===== config.mk =====
export PLATFORM = sky130hd
export DESIGN_NAME = aes_ciph_ctrl
export DESIGN_NICKNAME = d
export VERILOG_FILES = /design/src/hdl/aes_ctrl_pkg.sv /design/src/hdl/aes_ciph_ctrl.sv /design/src/hdl/aes_rail_combine.sv /design/src/hdl/aes_ctrl_rail.sv /design/src/hdl/aes_sp2v_chk.sv
export SDC_FILE = /design/constraint.sdc
export NUM_CORES = 1
export LEC_CHECK = 0
export BUFFER_PORTS_ARGS = -buffer_cell sky130_fd_sc_hd__buf_2
export CAP_MARGIN = 20
export CELL_PAD_IN_SITES_DETAIL_PLACEMENT = 1
export CELL_PAD_IN_SITES_GLOBAL_PLACEMENT = 1
export CORE_MARGIN = 5
export CORE_UTILIZATION = 42
export CTS_CLUSTER_DIAMETER = 150
export CTS_CLUSTER_SIZE = 28
export DETAILED_ROUTE_END_ITERATION = 8
export PLACE_DENSITY_LB_ADDON = 0.05
export SLEW_MARGIN = 25
export SYNTH_ARGS = -nofsm -noshare
export SYNTH_HDL_FRONTEND = slang
export SYNTH_SLANG_ARGS = --single-unit

===== constraint.sdc =====
create_clock -name clk_i -period 1.97 [get_ports clk_i]
set_input_delay 0.394 -clock clk_i [delete_from_list [all_inputs] [get_ports clk_i]]
set_output_delay 0.394 -clock clk_i [all_outputs]
set_load 0.05 [all_outputs]

===== src/hdl/aes_ctrl_pkg.sv =====
// AES round controller definitions
package aes_ctrl_pkg;

  ////////////////////
  // Sparse inputs
  ////////////////////

  parameter int unsigned Sp2VWidth = 3;

  // Two legal codes, three bits apart
  typedef enum logic [Sp2VWidth-1:0] {
    SP2V_HIGH = 3'b011,
    SP2V_LOW  = 3'b100
  } sp2v_e;

  // One-hot key length with all other codes illegal
  typedef enum logic [2:0] {
    AES_128 = 3'b001,
    AES_192 = 3'b010,
    AES_256 = 3'b100
  } key_len_e;

  ////////////////////
  // Round counter
  ////////////////////

  parameter int unsigned RndCtrWidth = 4;

  parameter logic [RndCtrWidth-1:0] NumRounds128 = 4'd10;
  parameter logic [RndCtrWidth-1:0] NumRounds192 = 4'd12;
  parameter logic [RndCtrWidth-1:0] NumRounds256 = 4'd14;

  ////////////////////
  // FSM and selectors
  ////////////////////

  // Rail FSM with two unused codes treated as faults
  typedef enum logic [2:0] {
    IDLE   = 3'b000,
    INIT   = 3'b011,
    ROUND  = 3'b101,
    FINISH = 3'b110,
    CLEAR  = 3'b111,
    ERROR  = 3'b100
  } ctrl_state_e;

  // Pairwise Hamming distance 2
  typedef enum logic [2:0] {
    STATE_INIT  = 3'b011,
    STATE_ROUND = 3'b101,
    STATE_CLEAR = 3'b110
  } state_sel_e;

  typedef enum logic [2:0] {
    ADD_RK_INIT  = 3'b001,
    ADD_RK_ROUND = 3'b010,
    ADD_RK_FINAL = 3'b100
  } add_rk_sel_e;

endpackage

===== src/hdl/aes_ciph_ctrl.sv =====
// AES cipher round controller
`timescale 1ns/100ps

module aes_ciph_ctrl #(
  parameter int unsigned NumRails = 2
) (
  input  logic                                 clk_i,
  input  logic                                 rst_ni,
  input  aes_ctrl_pkg::sp2v_e                  in_valid_i,
  input  aes_ctrl_pkg::sp2v_e                  out_ready_i,
  input  aes_ctrl_pkg::key_len_e               key_len_i,
  input  logic                                 key_clear_i,
  input  logic                                 data_out_clear_i,
  input  logic                                 alert_fatal_i,
  output logic                                 in_ready_o,
  output logic                                 out_valid_o,
  output logic                                 state_we_o,
  output aes_ctrl_pkg::state_sel_e             state_sel_o,
  output aes_ctrl_pkg::add_rk_sel_e            add_rk_sel_o,
  output logic [aes_ctrl_pkg::RndCtrWidth-1:0] rnd_ctr_o,
  output logic                                 key_clear_o,
  output logic                                 data_out_clear_o,
  output logic                                 alert_o
);
  import aes_ctrl_pkg::*;

  // Decoded inputs
  logic                   in_valid;
  logic                   out_ready;
  logic [RndCtrWidth-1:0] num_rounds;
  logic                   sp_enc_err;
  logic                   mr_err;

  // Per-rail outputs
  logic        [NumRails-1:0]                  mr_in_ready;
  logic        [NumRails-1:0]                  mr_out_valid;
  logic        [NumRails-1:0]                  mr_state_we;
  logic        [NumRails-1:0]                  mr_alert;
  logic        [NumRails-1:0]                  mr_key_clear_d;
  logic        [NumRails-1:0]                  mr_data_out_clear_d;
  state_sel_e  [NumRails-1:0]                  mr_state_sel;
  add_rk_sel_e [NumRails-1:0]                  mr_add_rk_sel;
  logic        [NumRails-1:0][RndCtrWidth-1:0] mr_rnd_ctr;

  logic key_clear_d, key_clear_q;
  logic data_out_clear_d, data_out_clear_q;

  aes_sp2v_chk u_aes_sp2v_chk (
    .clk_i        ( clk_i       ),
    .rst_ni       ( rst_ni      ),
    .in_valid_i   ( in_valid_i  ),
    .out_ready_i  ( out_ready_i ),
    .key_len_i    ( key_len_i   ),
    .in_valid_o   ( in_valid    ),
    .out_ready_o  ( out_ready   ),
    .num_rounds_o ( num_rounds  ),
    .sp_enc_err_o ( sp_enc_err  )
  );

  ////////////////////
  // Rails
  ////////////////////

  for (genvar i = 0; i < NumRails; i++) begin : gen_rail
    aes_ctrl_rail u_aes_ctrl_rail (
      .clk_i            ( clk_i                  ),
      .rst_ni           ( rst_ni                 ),
      .in_valid_i       ( in_valid               ),
      .out_ready_i      ( out_ready              ),
      .num_rounds_i     ( num_rounds             ),
      .key_clear_i      ( key_clear_i            ),
      .data_out_clear_i ( data_out_clear_i       ),
      .sp_enc_err_i     ( sp_enc_err             ),
      .mr_err_i         ( mr_err                 ),
      .alert_fatal_i    ( alert_fatal_i          ),
      .in_ready_o       ( mr_in_ready[i]         ), // OR
      .out_valid_o      ( mr_out_valid[i]        ), // OR
      .state_we_o       ( mr_state_we[i]         ), // OR
      .state_sel_o      ( mr_state_sel[i]        ), // OR and compare
      .add_rk_sel_o     ( mr_add_rk_sel[i]       ), // OR and compare
      .rnd_ctr_o        ( mr_rnd_ctr[i]          ), // OR and compare
      .key_clear_o      ( mr_key_clear_d[i]      ), // AND
      .data_out_clear_o ( mr_data_out_clear_d[i] ), // AND
      .alert_o          ( mr_alert[i]            )  // OR
    );
  end

  aes_rail_combine #(
    .NumRails ( NumRails )
  ) u_aes_rail_combine (
    .clk_i              ( clk_i               ),
    .rst_ni             ( rst_ni              ),
    .in_ready_i         ( mr_in_ready         ),
    .out_valid_i        ( mr_out_valid        ),
    .state_we_i         ( mr_state_we         ),
    .alert_i            ( mr_alert            ),
    .key_clear_i        ( mr_key_clear_d      ),
    .data_out_clear_i   ( mr_data_out_clear_d ),
    .state_sel_i        ( mr_state_sel        ),
    .add_rk_sel_i       ( mr_add_rk_sel       ),
    .rnd_ctr_i          ( mr_rnd_ctr          ),
    .in_ready_o         ( in_ready_o          ),
    .out_valid_o        ( out_valid_o         ),
    .state_we_o         ( state_we_o          ),
    .state_sel_o        ( state_sel_o         ),
    .add_rk_sel_o       ( add_rk_sel_o        ),
    .rnd_ctr_o          ( rnd_ctr_o           ),
    .alert_o            ( alert_o             ),
    .key_clear_d_o      ( key_clear_d         ),
    .data_out_clear_d_o ( data_out_clear_d    ),
    .mr_err_o           ( mr_err              )
  );

  // Clear status one cycle behind the CLEAR state
  always_ff @(posedge clk_i or negedge rst_ni) begin : status_regs
    if (!rst_ni) begin
      key_clear_q      <= 1'b0;
      data_out_clear_q <= 1'b0;
    end else begin
      key_clear_q      <= key_clear_d;
      data_out_clear_q <= data_out_clear_d;
    end
  end

  assign key_clear_o      = key_clear_q;
  assign data_out_clear_o = data_out_clear_q;

endmodule


===== src/hdl/aes_rail_combine.sv =====
// Rail merge and mismatch detection
`timescale 1ns/100ps

module aes_rail_combine #(
  parameter int unsigned NumRails = 2
) (
  input  logic                                                clk_i,
  input  logic                                                rst_ni,
  input  logic [NumRails-1:0]                                 in_ready_i,
  input  logic [NumRails-1:0]                                 out_valid_i,
  input  logic [NumRails-1:0]                                 state_we_i,
  input  logic [NumRails-1:0]                                 alert_i,
  input  logic [NumRails-1:0]                                 key_clear_i,
  input  logic [NumRails-1:0]                                 data_out_clear_i,
  input  aes_ctrl_pkg::state_sel_e  [NumRails-1:0]            state_sel_i,
  input  aes_ctrl_pkg::add_rk_sel_e [NumRails-1:0]            add_rk_sel_i,
  input  logic [NumRails-1:0][aes_ctrl_pkg::RndCtrWidth-1:0]  rnd_ctr_i,
  output logic                                                in_ready_o,
  output logic                                                out_valid_o,
  output logic                                                state_we_o,
  output aes_ctrl_pkg::state_sel_e                            state_sel_o,
  output aes_ctrl_pkg::add_rk_sel_e                           add_rk_sel_o,
  output logic [aes_ctrl_pkg::RndCtrWidth-1:0]                rnd_ctr_o,
  output logic                                                alert_o,
  output logic                                                key_clear_d_o,
  output logic                                                data_out_clear_d_o,
  output logic                                                mr_err_o
);
  import aes_ctrl_pkg::*;

  // One rail is enough to raise a control bit
  assign in_ready_o  = |in_ready_i;
  assign out_valid_o = |out_valid_i;
  assign state_we_o  = |state_we_i;
  assign alert_o     = |alert_i;

  // Status only counts once every rail agrees
  assign key_clear_d_o      = &key_clear_i;
  assign data_out_clear_d_o = &data_out_clear_i;

  ////////////////////
  // Multi-bit merge
  ////////////////////

  // A disagreeing rail either yields an illegal code or fails the compare
  always_comb begin : combine_multi_bit
    state_sel_o  = state_sel_e'(3'b000);
    add_rk_sel_o = add_rk_sel_e'(3'b000);
    rnd_ctr_o    = '0;
    mr_err_o     = 1'b0;

    for (int i = 0; i < NumRails; i++) begin
      state_sel_o  = state_sel_e'(state_sel_o | state_sel_i[i]);
      add_rk_sel_o = add_rk_sel_e'(add_rk_sel_o | add_rk_sel_i[i]);
      rnd_ctr_o    = rnd_ctr_o | rnd_ctr_i[i];
    end

    for (int i = 0; i < NumRails; i++) begin
      if (state_sel_o  != state_sel_i[i]  ||
          add_rk_sel_o != add_rk_sel_i[i] ||
          rnd_ctr_o    != rnd_ctr_i[i]) begin
        mr_err_o = 1'b1;
      end
    end
  end

  // Rails share all inputs, so they never diverge without a fault
  a_rails_agree: assert property (
    @(posedge clk_i) disable iff (!rst_ni) !mr_err_o
  );

endmodule


===== src/hdl/aes_ctrl_rail.sv =====
// Round control FSM, single rail
`timescale 1ns/100ps

module aes_ctrl_rail (
  input  logic                                 clk_i,
  input  logic                                 rst_ni,
  input  logic                                 in_valid_i,
  input  logic                                 out_ready_i,
  input  logic [aes_ctrl_pkg::RndCtrWidth-1:0] num_rounds_i,
  input  logic                                 key_clear_i,
  input  logic                                 data_out_clear_i,
  input  logic                                 sp_enc_err_i,
  input  logic                                 mr_err_i,
  input  logic                                 alert_fatal_i,
  output logic                                 in_ready_o,
  output logic                                 out_valid_o,
  output logic                                 state_we_o,
  output aes_ctrl_pkg::state_sel_e             state_sel_o,
  output aes_ctrl_pkg::add_rk_sel_e            add_rk_sel_o,
  output logic [aes_ctrl_pkg::RndCtrWidth-1:0] rnd_ctr_o,
  output logic                                 key_clear_o,
  output logic                                 data_out_clear_o,
  output logic                                 alert_o
);
  import aes_ctrl_pkg::*;

  ctrl_state_e            state_d, state_q;
  logic [RndCtrWidth-1:0] rnd_ctr_d, rnd_ctr_q;
  logic [RndCtrWidth-1:0] num_rounds_d, num_rounds_q;
  logic                   key_clear_req_d, key_clear_req_q;
  logic                   data_out_clear_req_d, data_out_clear_req_q;
  logic                   err;

  assign err = sp_enc_err_i | mr_err_i | alert_fatal_i;

  ////////////////////
  // Next state
  ////////////////////

  always_comb begin : fsm_next
    state_d              = state_q;
    rnd_ctr_d            = rnd_ctr_q;
    num_rounds_d         = num_rounds_q;
    key_clear_req_d      = key_clear_req_q;
    data_out_clear_req_d = data_out_clear_req_q;

    case (state_q)
      IDLE: begin
        // Clear wins over a start in the same cycle
        if (key_clear_i || data_out_clear_i) begin
          state_d              = CLEAR;
          key_clear_req_d      = key_clear_i;
          data_out_clear_req_d = data_out_clear_i;
        end else if (in_valid_i) begin
          state_d      = INIT;
          num_rounds_d = num_rounds_i;
          rnd_ctr_d    = '0;
        end
      end
      INIT: begin
        state_d   = ROUND;
        rnd_ctr_d = RndCtrWidth'(1);
      end
      ROUND: begin
        if (rnd_ctr_q == num_rounds_q) begin
          state_d = FINISH; // Counter holds at the limit
        end else begin
          rnd_ctr_d = rnd_ctr_q + 1'b1;
        end
      end
      FINISH: begin
        if (out_ready_i) begin
          state_d   = IDLE;
          rnd_ctr_d = '0;
        end
      end
      CLEAR: begin
        state_d              = IDLE;
        key_clear_req_d      = 1'b0;
        data_out_clear_req_d = 1'b0;
      end
      ERROR:   rnd_ctr_d = '0; // Terminal
      default: state_d   = ERROR;
    endcase

    if (err) begin
      state_d   = ERROR;
      rnd_ctr_d = '0;
    end
  end

  always_ff @(posedge clk_i or negedge rst_ni) begin : fsm_regs
    if (!rst_ni) begin
      state_q              <= IDLE;
      rnd_ctr_q            <= '0;
      num_rounds_q         <= NumRounds128;
      key_clear_req_q      <= 1'b0;
      data_out_clear_req_q <= 1'b0;
    end else begin
      state_q              <= state_d;
      rnd_ctr_q            <= rnd_ctr_d;
      num_rounds_q         <= num_rounds_d;
      key_clear_req_q      <= key_clear_req_d;
      data_out_clear_req_q <= data_out_clear_req_d;
    end
  end

  ////////////////////
  // Moore outputs
  ////////////////////

  always_comb begin : fsm_out
    in_ready_o       = 1'b0;
    out_valid_o      = 1'b0;
    state_we_o       = 1'b0;
    state_sel_o      = STATE_ROUND;
    add_rk_sel_o     = ADD_RK_ROUND;
    key_clear_o      = 1'b0;
    data_out_clear_o = 1'b0;
    alert_o          = 1'b0;

    case (state_q)
      IDLE: in_ready_o = 1'b1;
      INIT: begin
        state_sel_o  = STATE_INIT;
        add_rk_sel_o = ADD_RK_INIT;
        state_we_o   = 1'b1;
      end
      ROUND: begin
        state_we_o   = 1'b1;
        add_rk_sel_o = (rnd_ctr_q == num_rounds_q) ? ADD_RK_FINAL : ADD_RK_ROUND;
      end
      FINISH: out_valid_o = 1'b1;
      CLEAR: begin
        state_sel_o      = STATE_CLEAR;
        state_we_o       = 1'b1;
        key_clear_o      = key_clear_req_q;
        data_out_clear_o = data_out_clear_req_q;
      end
      default: alert_o = 1'b1; // ERROR and unused codes
    endcase
  end

  assign rnd_ctr_o = rnd_ctr_q;

  a_rnd_ctr_limit: assert property (
    @(posedge clk_i) disable iff (!rst_ni) rnd_ctr_q <= num_rounds_q
  );

  a_error_terminal: assert property (
    @(posedge clk_i) disable iff (!rst_ni) state_q == ERROR |=> state_q == ERROR
  );

endmodule


===== src/hdl/aes_sp2v_chk.sv =====
// Sparse input decoder and checker
`timescale 1ns/100ps

module aes_sp2v_chk (
  input  logic                                clk_i,
  input  logic                                rst_ni,
  input  aes_ctrl_pkg::sp2v_e                 in_valid_i,
  input  aes_ctrl_pkg::sp2v_e                 out_ready_i,
  input  aes_ctrl_pkg::key_len_e              key_len_i,
  output logic                                in_valid_o,
  output logic                                out_ready_o,
  output logic [aes_ctrl_pkg::RndCtrWidth-1:0] num_rounds_o,
  output logic                                sp_enc_err_o
);
  import aes_ctrl_pkg::*;

  logic in_valid_err;
  logic out_ready_err;
  logic key_len_err;

  // Only SP2V_HIGH counts as asserted
  assign in_valid_o  = (in_valid_i == SP2V_HIGH);
  assign out_ready_o = (out_ready_i == SP2V_HIGH);

  assign in_valid_err  = !(in_valid_i inside {SP2V_HIGH, SP2V_LOW});
  assign out_ready_err = !(out_ready_i inside {SP2V_HIGH, SP2V_LOW});

  // Round limit from key length
  always_comb begin : key_len_dec
    key_len_err  = 1'b0;
    num_rounds_o = NumRounds128;
    case (key_len_i)
      AES_128: num_rounds_o = NumRounds128;
      AES_192: num_rounds_o = NumRounds192;
      AES_256: num_rounds_o = NumRounds256;
      default: key_len_err  = 1'b1; // Safe limit until ERROR is taken
    endcase
  end

  assign sp_enc_err_o = in_valid_err | out_ready_err | key_len_err;

  // Error flag must resolve even when the inputs float
  a_sp_enc_err_known: assert property (
    @(posedge clk_i) disable iff (!rst_ni) !$isunknown(sp_enc_err_o)
  );

endmodule


==> impl_metrics.csv, run 1 <==
group,metric,value,unit
floorplan,start_util,42.8,%
timing,min_period,2.12,ns
drt,drc,0,
global_routing,antenna_found_initial,0,
yosys,synthFlopType,"dfrtp_1",
yosys,muxShareOfSynthArea,3.52,%
yosys,ys_warn_count,0,
min_path,hold_class,"in2async",
yosys,synth_area,1850,µm²
status,failed_checks,"setup timing",
yosys,synth_compound_area_share,21.7,%
drt,dr.pass1.iters,4,
timing,min_period_over_period,108,%
clocking,cts.sinks,24,
yosys,synthXorXnorAreaFrac,4.73,%
timing,drv_slew,0,
clocking,h-tree-depth,1,
drt,vias_per_cell,5.63,
yosys,yosys.area_share.simple,30.8,%
yosys,yosysSeqAreaShare,32.6,%
yosys,synthArstFlopShare,100,%
placed_design,hpwl,4.61,mm
floorplan,dieArea,5830,µm²
drt,top_layer_used,"met4",
power_and_ir_drop,power,849,µW
floorplan,die_y,76.4,µm
global_routing,grt_pass1_wl,10.1,mm
drt,wl_per_cell,18.8,µm
timing,rsz0062_at_grt,"true",
timing,max_freq,0.471,GHz
yosys,yosys.area.top_type,"dfrtp_1",
setup_path,worstSetupPathType,"reg2out",
timing,setup_viol,4,
placed_design,place_ws,0.00725,ns
status,status,"complete, but fails checks",
drt,wl_met1,2.90,mm
timing,tightest_slew,0.556,ns
setup_path,crit_slowest_cell,"dfstp_2",
power_and_ir_drop,power_density,323,nW/µm²
timing,hold_viol,0,
floorplan,rows,24,
power_and_ir_drop,ir_worst_vdd,0.000280,V
finish,utilization,60.8,%
setup_path,cp.arrival,1.73,ns
drt,wl_met2,3.34,mm
setup_path,crit_chain,"xor2_2 -> or3_4 -> o21ai_2 -> nand4_1 -> buf_6",
floorplan,design.core.area,4320,µm²
finish,final_cells,343,
drt,drt-total-wl,6.46,mm
placed_design,dpl.cell_count,321,
yosys,synth_top_family_by_area,"simple AND/OR/NAND/NOR gates",
power_and_ir_drop,leakage,1.17,nW
yosys,synth_cell_types,56,
yosys,avgSynthCellArea,8.34,µm²
placed_design,routabilityCongestion,0.895,
clocking,clock_latency,0.26,ns
finish,stdcell_area,2630,µm²
floorplan,die_w,76.4,µm
yosys,synth-edff-count,0,
setup_path,startpoint_type,"flip-flop",
yosys,synth_area_leaders,"dfrtp_1 30%, nand2_1 7.3%, nor2_1 4.7%",
setup_path,worstSetupEndpointType,"primary output",
timing,skew,0.00156,ns
timing,slew-limit-headroom,62.9,%
timing,setup_slack,-0.151,ns
clocking,root_buffer,"clkbuf_8",
setup_path,crit_path_max_fanout,2,
yosys,synth.top_cell.area_share,29.7,%
finish,fin_nets,310,
finish,nFillCells,514,
clocking,path_clk_slew,0.08,ns
clocking,cts_tree,"done",
drt,routed-via-count,1931,
yosys,yosys.area_share.adder,2.43,%
setup_path,crit_family,"flip-flops",
global_routing,grt_usage,20.8,%
global_routing,grt_overflow,0,
setup_path,required,1.58,ns
yosys,ys_ff_latch,24,
finish,n_antenna_cell,0,
finish,areaGrowthSynthToFinish,42.1,%
clocking,clock_path_buffers,2,
floorplan,io_pins,30,
setup_path,path_buf_inv,1,
job,maxCapViolations,0,
drt,wl_met3,180,µm
global_routing,first_global_vias,2029,
placed_design,place.port_buffers,29,
setup_path,slowest_delay,0.56,ns
finish,drive_above_1_share,43.3,%
yosys,synth_nets,239,
drt,drt_iter0_markers,122,
yosys,syn_inst,222,
global_routing,grt_max_degree,25,
drt,ant_nets,0,
clocking,cts_inserted_buffers,3,
placed_design,postPlaceCellArea,2260,µm²
power breakdown:
part           switching [mW]  internal [mW]
Clock                   0.153          0.137
Sequential     0.000000000568          0.492
Combinational          0.0410         0.0260
Total                   0.194          0.655
path summary, 6_finish.rpt:
path / startpoint / to / slack (ns) / cells past startpoint
hold reg to reg: gen_rail[1].u_aes_ctrl_rail.num_rounds_q[2] / gen_rail[1].u_aes_ctrl_rail.num_rounds_q[2] / 0.55 / 1
max in group asynchronous: rst_ni / gen_rail[1].u_aes_ctrl_rail.state_q[2] / 1.46 / 1
min in group clk_i: data_out_clear_i / gen_rail[1].u_aes_ctrl_rail.data_out_clear_req_q / 0.50 / 3
hold / removal: rst_ni / gen_rail[0].u_aes_ctrl_rail.rnd_ctr_o[3] / 0.11 / 1
setup / recovery: gen_rail[1].u_aes_ctrl_rail.num_rounds_q[1] / add_rk_sel_o[1] / -0.15 / 5
setup reg to reg: gen_rail[0].u_aes_ctrl_rail.num_rounds_q[1] / gen_rail[1].u_aes_ctrl_rail.state_q[2] / -0.02 / 7
cell usage in the layout, fill, tap and decap left out, types with 3 or more instances in the layout:
cell       n
a31oi_1    5
a221oi_1   3
nand3b_1   6
nand2b_1   5
dfrtp_2    4
nand3_1    5
xnor2_1    3
nor2_1    23
xor2_1     3
buf_2     22
clkbuf_8   3
buf_6      6
dfrtp_1   18
or2_1      3
nor3_4     3
buf_4     45
nor3_1     6
and3_1     3
a21oi_1    8
nand2_1   35
a211oi_1   4
inv_1      3
o21ai_0    7
mux2_2     4
a311oi_2   4
cells in the mapped netlist, drive strengths merged, types with 3 or more instances:
| cell type | number |
|---|---|
| clkbuf | 3 |
| xnor2 | 4 |
| inv | 3 |
| and3 | 3 |
| xor2 | 6 |
| nand3b | 6 |
| a311oi | 4 |
| nand3 | 5 |
| nand2 | 36 |
| a31oi | 6 |
| nand2b | 7 |
| buf | 9 |
| a211oi | 4 |
| a221oi | 4 |
| mux2 | 4 |
| nor3 | 9 |
| or2 | 7 |
| nor2 | 24 |
| o21ai | 9 |
| a21boi | 3 |
| nand4 | 3 |
| dfrtp | 22 |
| a21oi | 10 |
repair_timing:
action                                  CTS  global route
pin swaps                                 5             6
hold buffers                              0             0
endpoints found under the hold margin     0             0
gates resized for setup                  23            25
endpoints found under the setup margin    8            13
setup buffers                             8            11
layout make-up:
type | count | area (µm²) | area share [%]
Clock buffer | 3 | 41.3 | 1.57
Multi-Input combinational cell | 183 | 1320 | 50.3
Timing Repair Buffer | 78 | 581 | 22.1
Tap cell | 52 | 65.1 | 2.47
Inverter | 3 | 11.3 | 0.428
Sequential cell | 24 | 608 | 23.1
state kept, by name, indices dropped and copies added (netlist names):
name,count
data_out_clear_o,1
gen_rail.u_aes_ctrl_rail.data_out_clear_req_q,2
gen_rail.u_aes_ctrl_rail.key_clear_req_q,2
gen_rail.u_aes_ctrl_rail.num_rounds_q,4
gen_rail.u_aes_ctrl_rail.rnd_ctr_o,8
gen_rail.u_aes_ctrl_rail.state_q,6
key_clear_o,1
routing by layer:
metal / global-route usage, % / up-vias
met1: 27.9 / 947
met2: 36.4 / 40
met3: 2.13 / 4
met5: 0 / -
met4: 3.85 / 0
li1: - / 940
kinds of logic (layout without fill, tap and decap cells):
group,count (synthesis),count (layout)
AND/OR/NAND/NOR,110,110
AO/OA/AOI/OAI,54,54
XOR/XNOR,10,10
flip-flops,24,24
multiplexers,6,6
adder cells (fa/ha/maj),3,3
buffers and inverters,15,84
metrics by stage:
stage	setup TNS, ns	hold WS [ns]
after floorplan	-0.0435	0.0984
after global placement	0	0.412
after detailed placement	0	0.418
after CTS	-0.269	0.127
after global routing	-0.959	0.149
final	-0.262	0.109
No activity file was read; power rests on OpenSTA's default activity.
==> inputs of run 2 (changes only) <==
--- a/config.mk
+++ b/config.mk
@@ -11,10 +11,11 @@
 export CELL_PAD_IN_SITES_GLOBAL_PLACEMENT = 1
 export CORE_MARGIN = 5
 export CORE_UTILIZATION = 42
-export CTS_CLUSTER_DIAMETER = 150
+export CTS_CLUSTER_DIAMETER = 120
 export CTS_CLUSTER_SIZE = 28
 export DETAILED_ROUTE_END_ITERATION = 8
 export PLACE_DENSITY_LB_ADDON = 0.05
+export REMOVE_ABC_BUFFERS = 1
 export SLEW_MARGIN = 25
 export SYNTH_ARGS = -nofsm -noshare
 export SYNTH_HDL_FRONTEND = slang
==> run 2 against run 1 <==
Net effect: final cell count up 0.87%; via count up 5.1%; critical path type unchanged; non-clock buffer count up 2; routed wire length up 5.4%; the run still ends with setup timing left.
==> impl_metrics.csv, run 2 (synthesis gave the netlist of run 1 again) <==
group,metric,value,unit
clocking,clock_path_buffers,2,
global_routing,grt_max_degree,25,
setup_path,required,1.58,ns
drt,drc,0,
setup_path,rr_startpoint,"gen_rail[0].u_aes_ctrl_rail.num_rounds_q[1]",
timing,skew,0.0134,ns
finish,mostFrequentLayoutCell,"buf_4",
timing,max_freq,0.469,GHz
placed_design,routabilityCongestion,0.921,
global_routing,grt_pass1_wl,11.1,mm
finish,areaGrowthSynthToFinish,41.5,%
drt,drt_iter0_markers,107,
timing,drv_slew,0,
clocking,cts.sinks,24,
setup_path,ff2ff_setup_slack,-0.06,ns
clocking,root_buffer,"clkbuf_8",
setup_path,crit_path_max_fanout,2,
floorplan,start_util,42.8,%
setup_path,worstSetupPathType,"reg2out",
global_routing,grt_most_used_layer,"met2",
placed_design,place.port_buffers,29,
timing,slew-limit-headroom,60.4,%
setup_path,startpoint_type,"flip-flop",
finish,drive_above_1_share,43.2,%
finish,fin_nets,312,
timing,min_period,2.13,ns
setup_path,r2r_cells,7,
power_and_ir_drop,power,890,µW
global_routing,first_global_vias,2201,
drt,dr.pass1.iters,4,
power_and_ir_drop,leakage,1.18,nW
power_and_ir_drop,ir_worst_vdd,0.000224,V
floorplan,io_pins,30,
status,failed_checks,"setup timing",
power_and_ir_drop,power_density,340,nW/µm²
setup_path,cp.arrival,1.74,ns
job,maxCapViolations,0,
min_path,hold_class,"in2async",
floorplan,design.core.area,4320,µm²
floorplan,die_w,76.4,µm
floorplan,die_y,76.4,µm
drt,routed-via-count,2029,
timing,setup_slack,-0.163,ns
global_routing,grt_util_met3,2.36,%
drt,vias_per_cell,5.86,
finish,nFillCells,523,
finish,n_antenna_cell,0,
timing,setup_viol,7,
setup_path,worstSetupEndpointType,"primary output",
timing,min_period_over_period,108,%
status,status,"complete, but fails checks",
drt,wl_per_cell,19.7,µm
placed_design,hpwl,4.99,mm
finish,largest_reg_flops,8,
timing,rsz0062_at_grt,"true",
clocking,cts_tree,"done",
drt,ant_nets,0,
global_routing,antenna_found_initial,0,
clocking,h-tree-depth,1,
global_routing,grt_use_met2,39.3,%
finish,utilization,60.6,%
clocking,cts_inserted_buffers,3,
clocking,path_clk_slew,0.10,ns
floorplan,rows,24,
clocking,clock_latency,0.28,ns
floorplan,dieArea,5830,µm²
drt,drt-total-wl,6.81,mm
setup_path,r2r_end,"gen_rail[0].u_aes_ctrl_rail.rnd_ctr_o[1]",
global_routing,grt_usage,23.1,%
global_routing,grt_overflow,0,
timing,hold_viol,0,
global_routing,grtUsageMet1,30.1,%
timing,tightest_slew,0.594,ns
finish,final_cell_mix,"45 x buf_4, 35 x nand2_1, 23 x nor2_1, 23 x buf_2, 16 x dfrtp_1",
==> run 2: changes by cell type in the layout (fill, tap and decap cells not counted), sizes merged <==
cell,change
clkbuf,-1
buf,+4
==> run 2: how the worst max path moves through the flow <==
| stage | cells after the start | slack, ns | to | start |
|---|---|---|---|---|
| floorplan | 2 | -0.24 | alert_o | gen_rail[0].u_aes_ctrl_rail.state_q[2] |
| global placement | 5 | 0.06 | add_rk_sel_o[1] | gen_rail[1].u_aes_ctrl_rail.num_rounds_q[1] |
| detailed placement | 5 | -0.06 | gen_rail[0].u_aes_ctrl_rail.rnd_ctr_o[2] | gen_rail[0].u_aes_ctrl_rail.state_q[0] |
| CTS | 6 | -0.16 | add_rk_sel_o[1] | gen_rail[0].u_aes_ctrl_rail.num_rounds_q[1] |
| global route | 6 | -0.26 | add_rk_sel_o[1] | gen_rail[0].u_aes_ctrl_rail.num_rounds_q[1] |
| finish | 6 | -0.16 | add_rk_sel_o[1] | gen_rail[0].u_aes_ctrl_rail.num_rounds_q[1] |
==> run 2: layout make-up <==
type                            instances  area (µm²)  share of cell area (%)
Timing Repair Buffer                   80         604                    23.1
Multi-Input combinational cell        183        1280                    49.0
Tap cell                               52        65.1                    2.48
Sequential cell                        24         611                    23.3
Inverter                                3        11.3                   0.430
Clock buffer                            4        45.0                    1.72
==> run 2: stage by stage <==
stage / cells / setup TNS, ns / setup slack [ns] / area [µm²] / hold WS (ns)
after detailed placement: 328 / -0.0592 / -0.0592 / 2270 / 0.436
after global placement: 328 / 0 / 0.0605 / 2270 / 0.412
after floorplan: 210 / -0.572 / -0.243 / 1780 / 0.0984
final: 346 / -0.605 / -0.163 / 2620 / 0.102
after global routing: 346 / -1.25 / -0.263 / 2620 / 0.149
after CTS: 340 / -0.600 / -0.162 / 2470 / 0.140
==> run 2: power breakdown <==
part           switching [mW]  internal, mW
logic                  0.0457        0.0305
clock network           0.176         0.145
registers      0.000000000651         0.492
total                   0.222         0.668
==> run 2: worst max-delay path, cell delays in order (launching register included) <==
cell and delay, ns:
dfstp_2 0.56, xor2_2 0.09, nor3_2 0.21, nand2_1 0.09, mux2i_1 0.21, nand4_1 0.13
buf_6 0.18
==> run 2: routing by layer <==
metal | vias to the layer above | wire [µm]
met2 | 38 | 3430
met4 | 0 | 194
met5 | - | 0
li1 | 944 | -
met1 | 1030 | 3040
met3 | 17 | 137
==> run 2: timing repair <==
action,CTS,global route
setup buffers,8,6
gates cloned,0,0
hold buffers,0,0
resized for setup,28,24
pin swaps,10,4
endpoints found under the setup margin,11,19
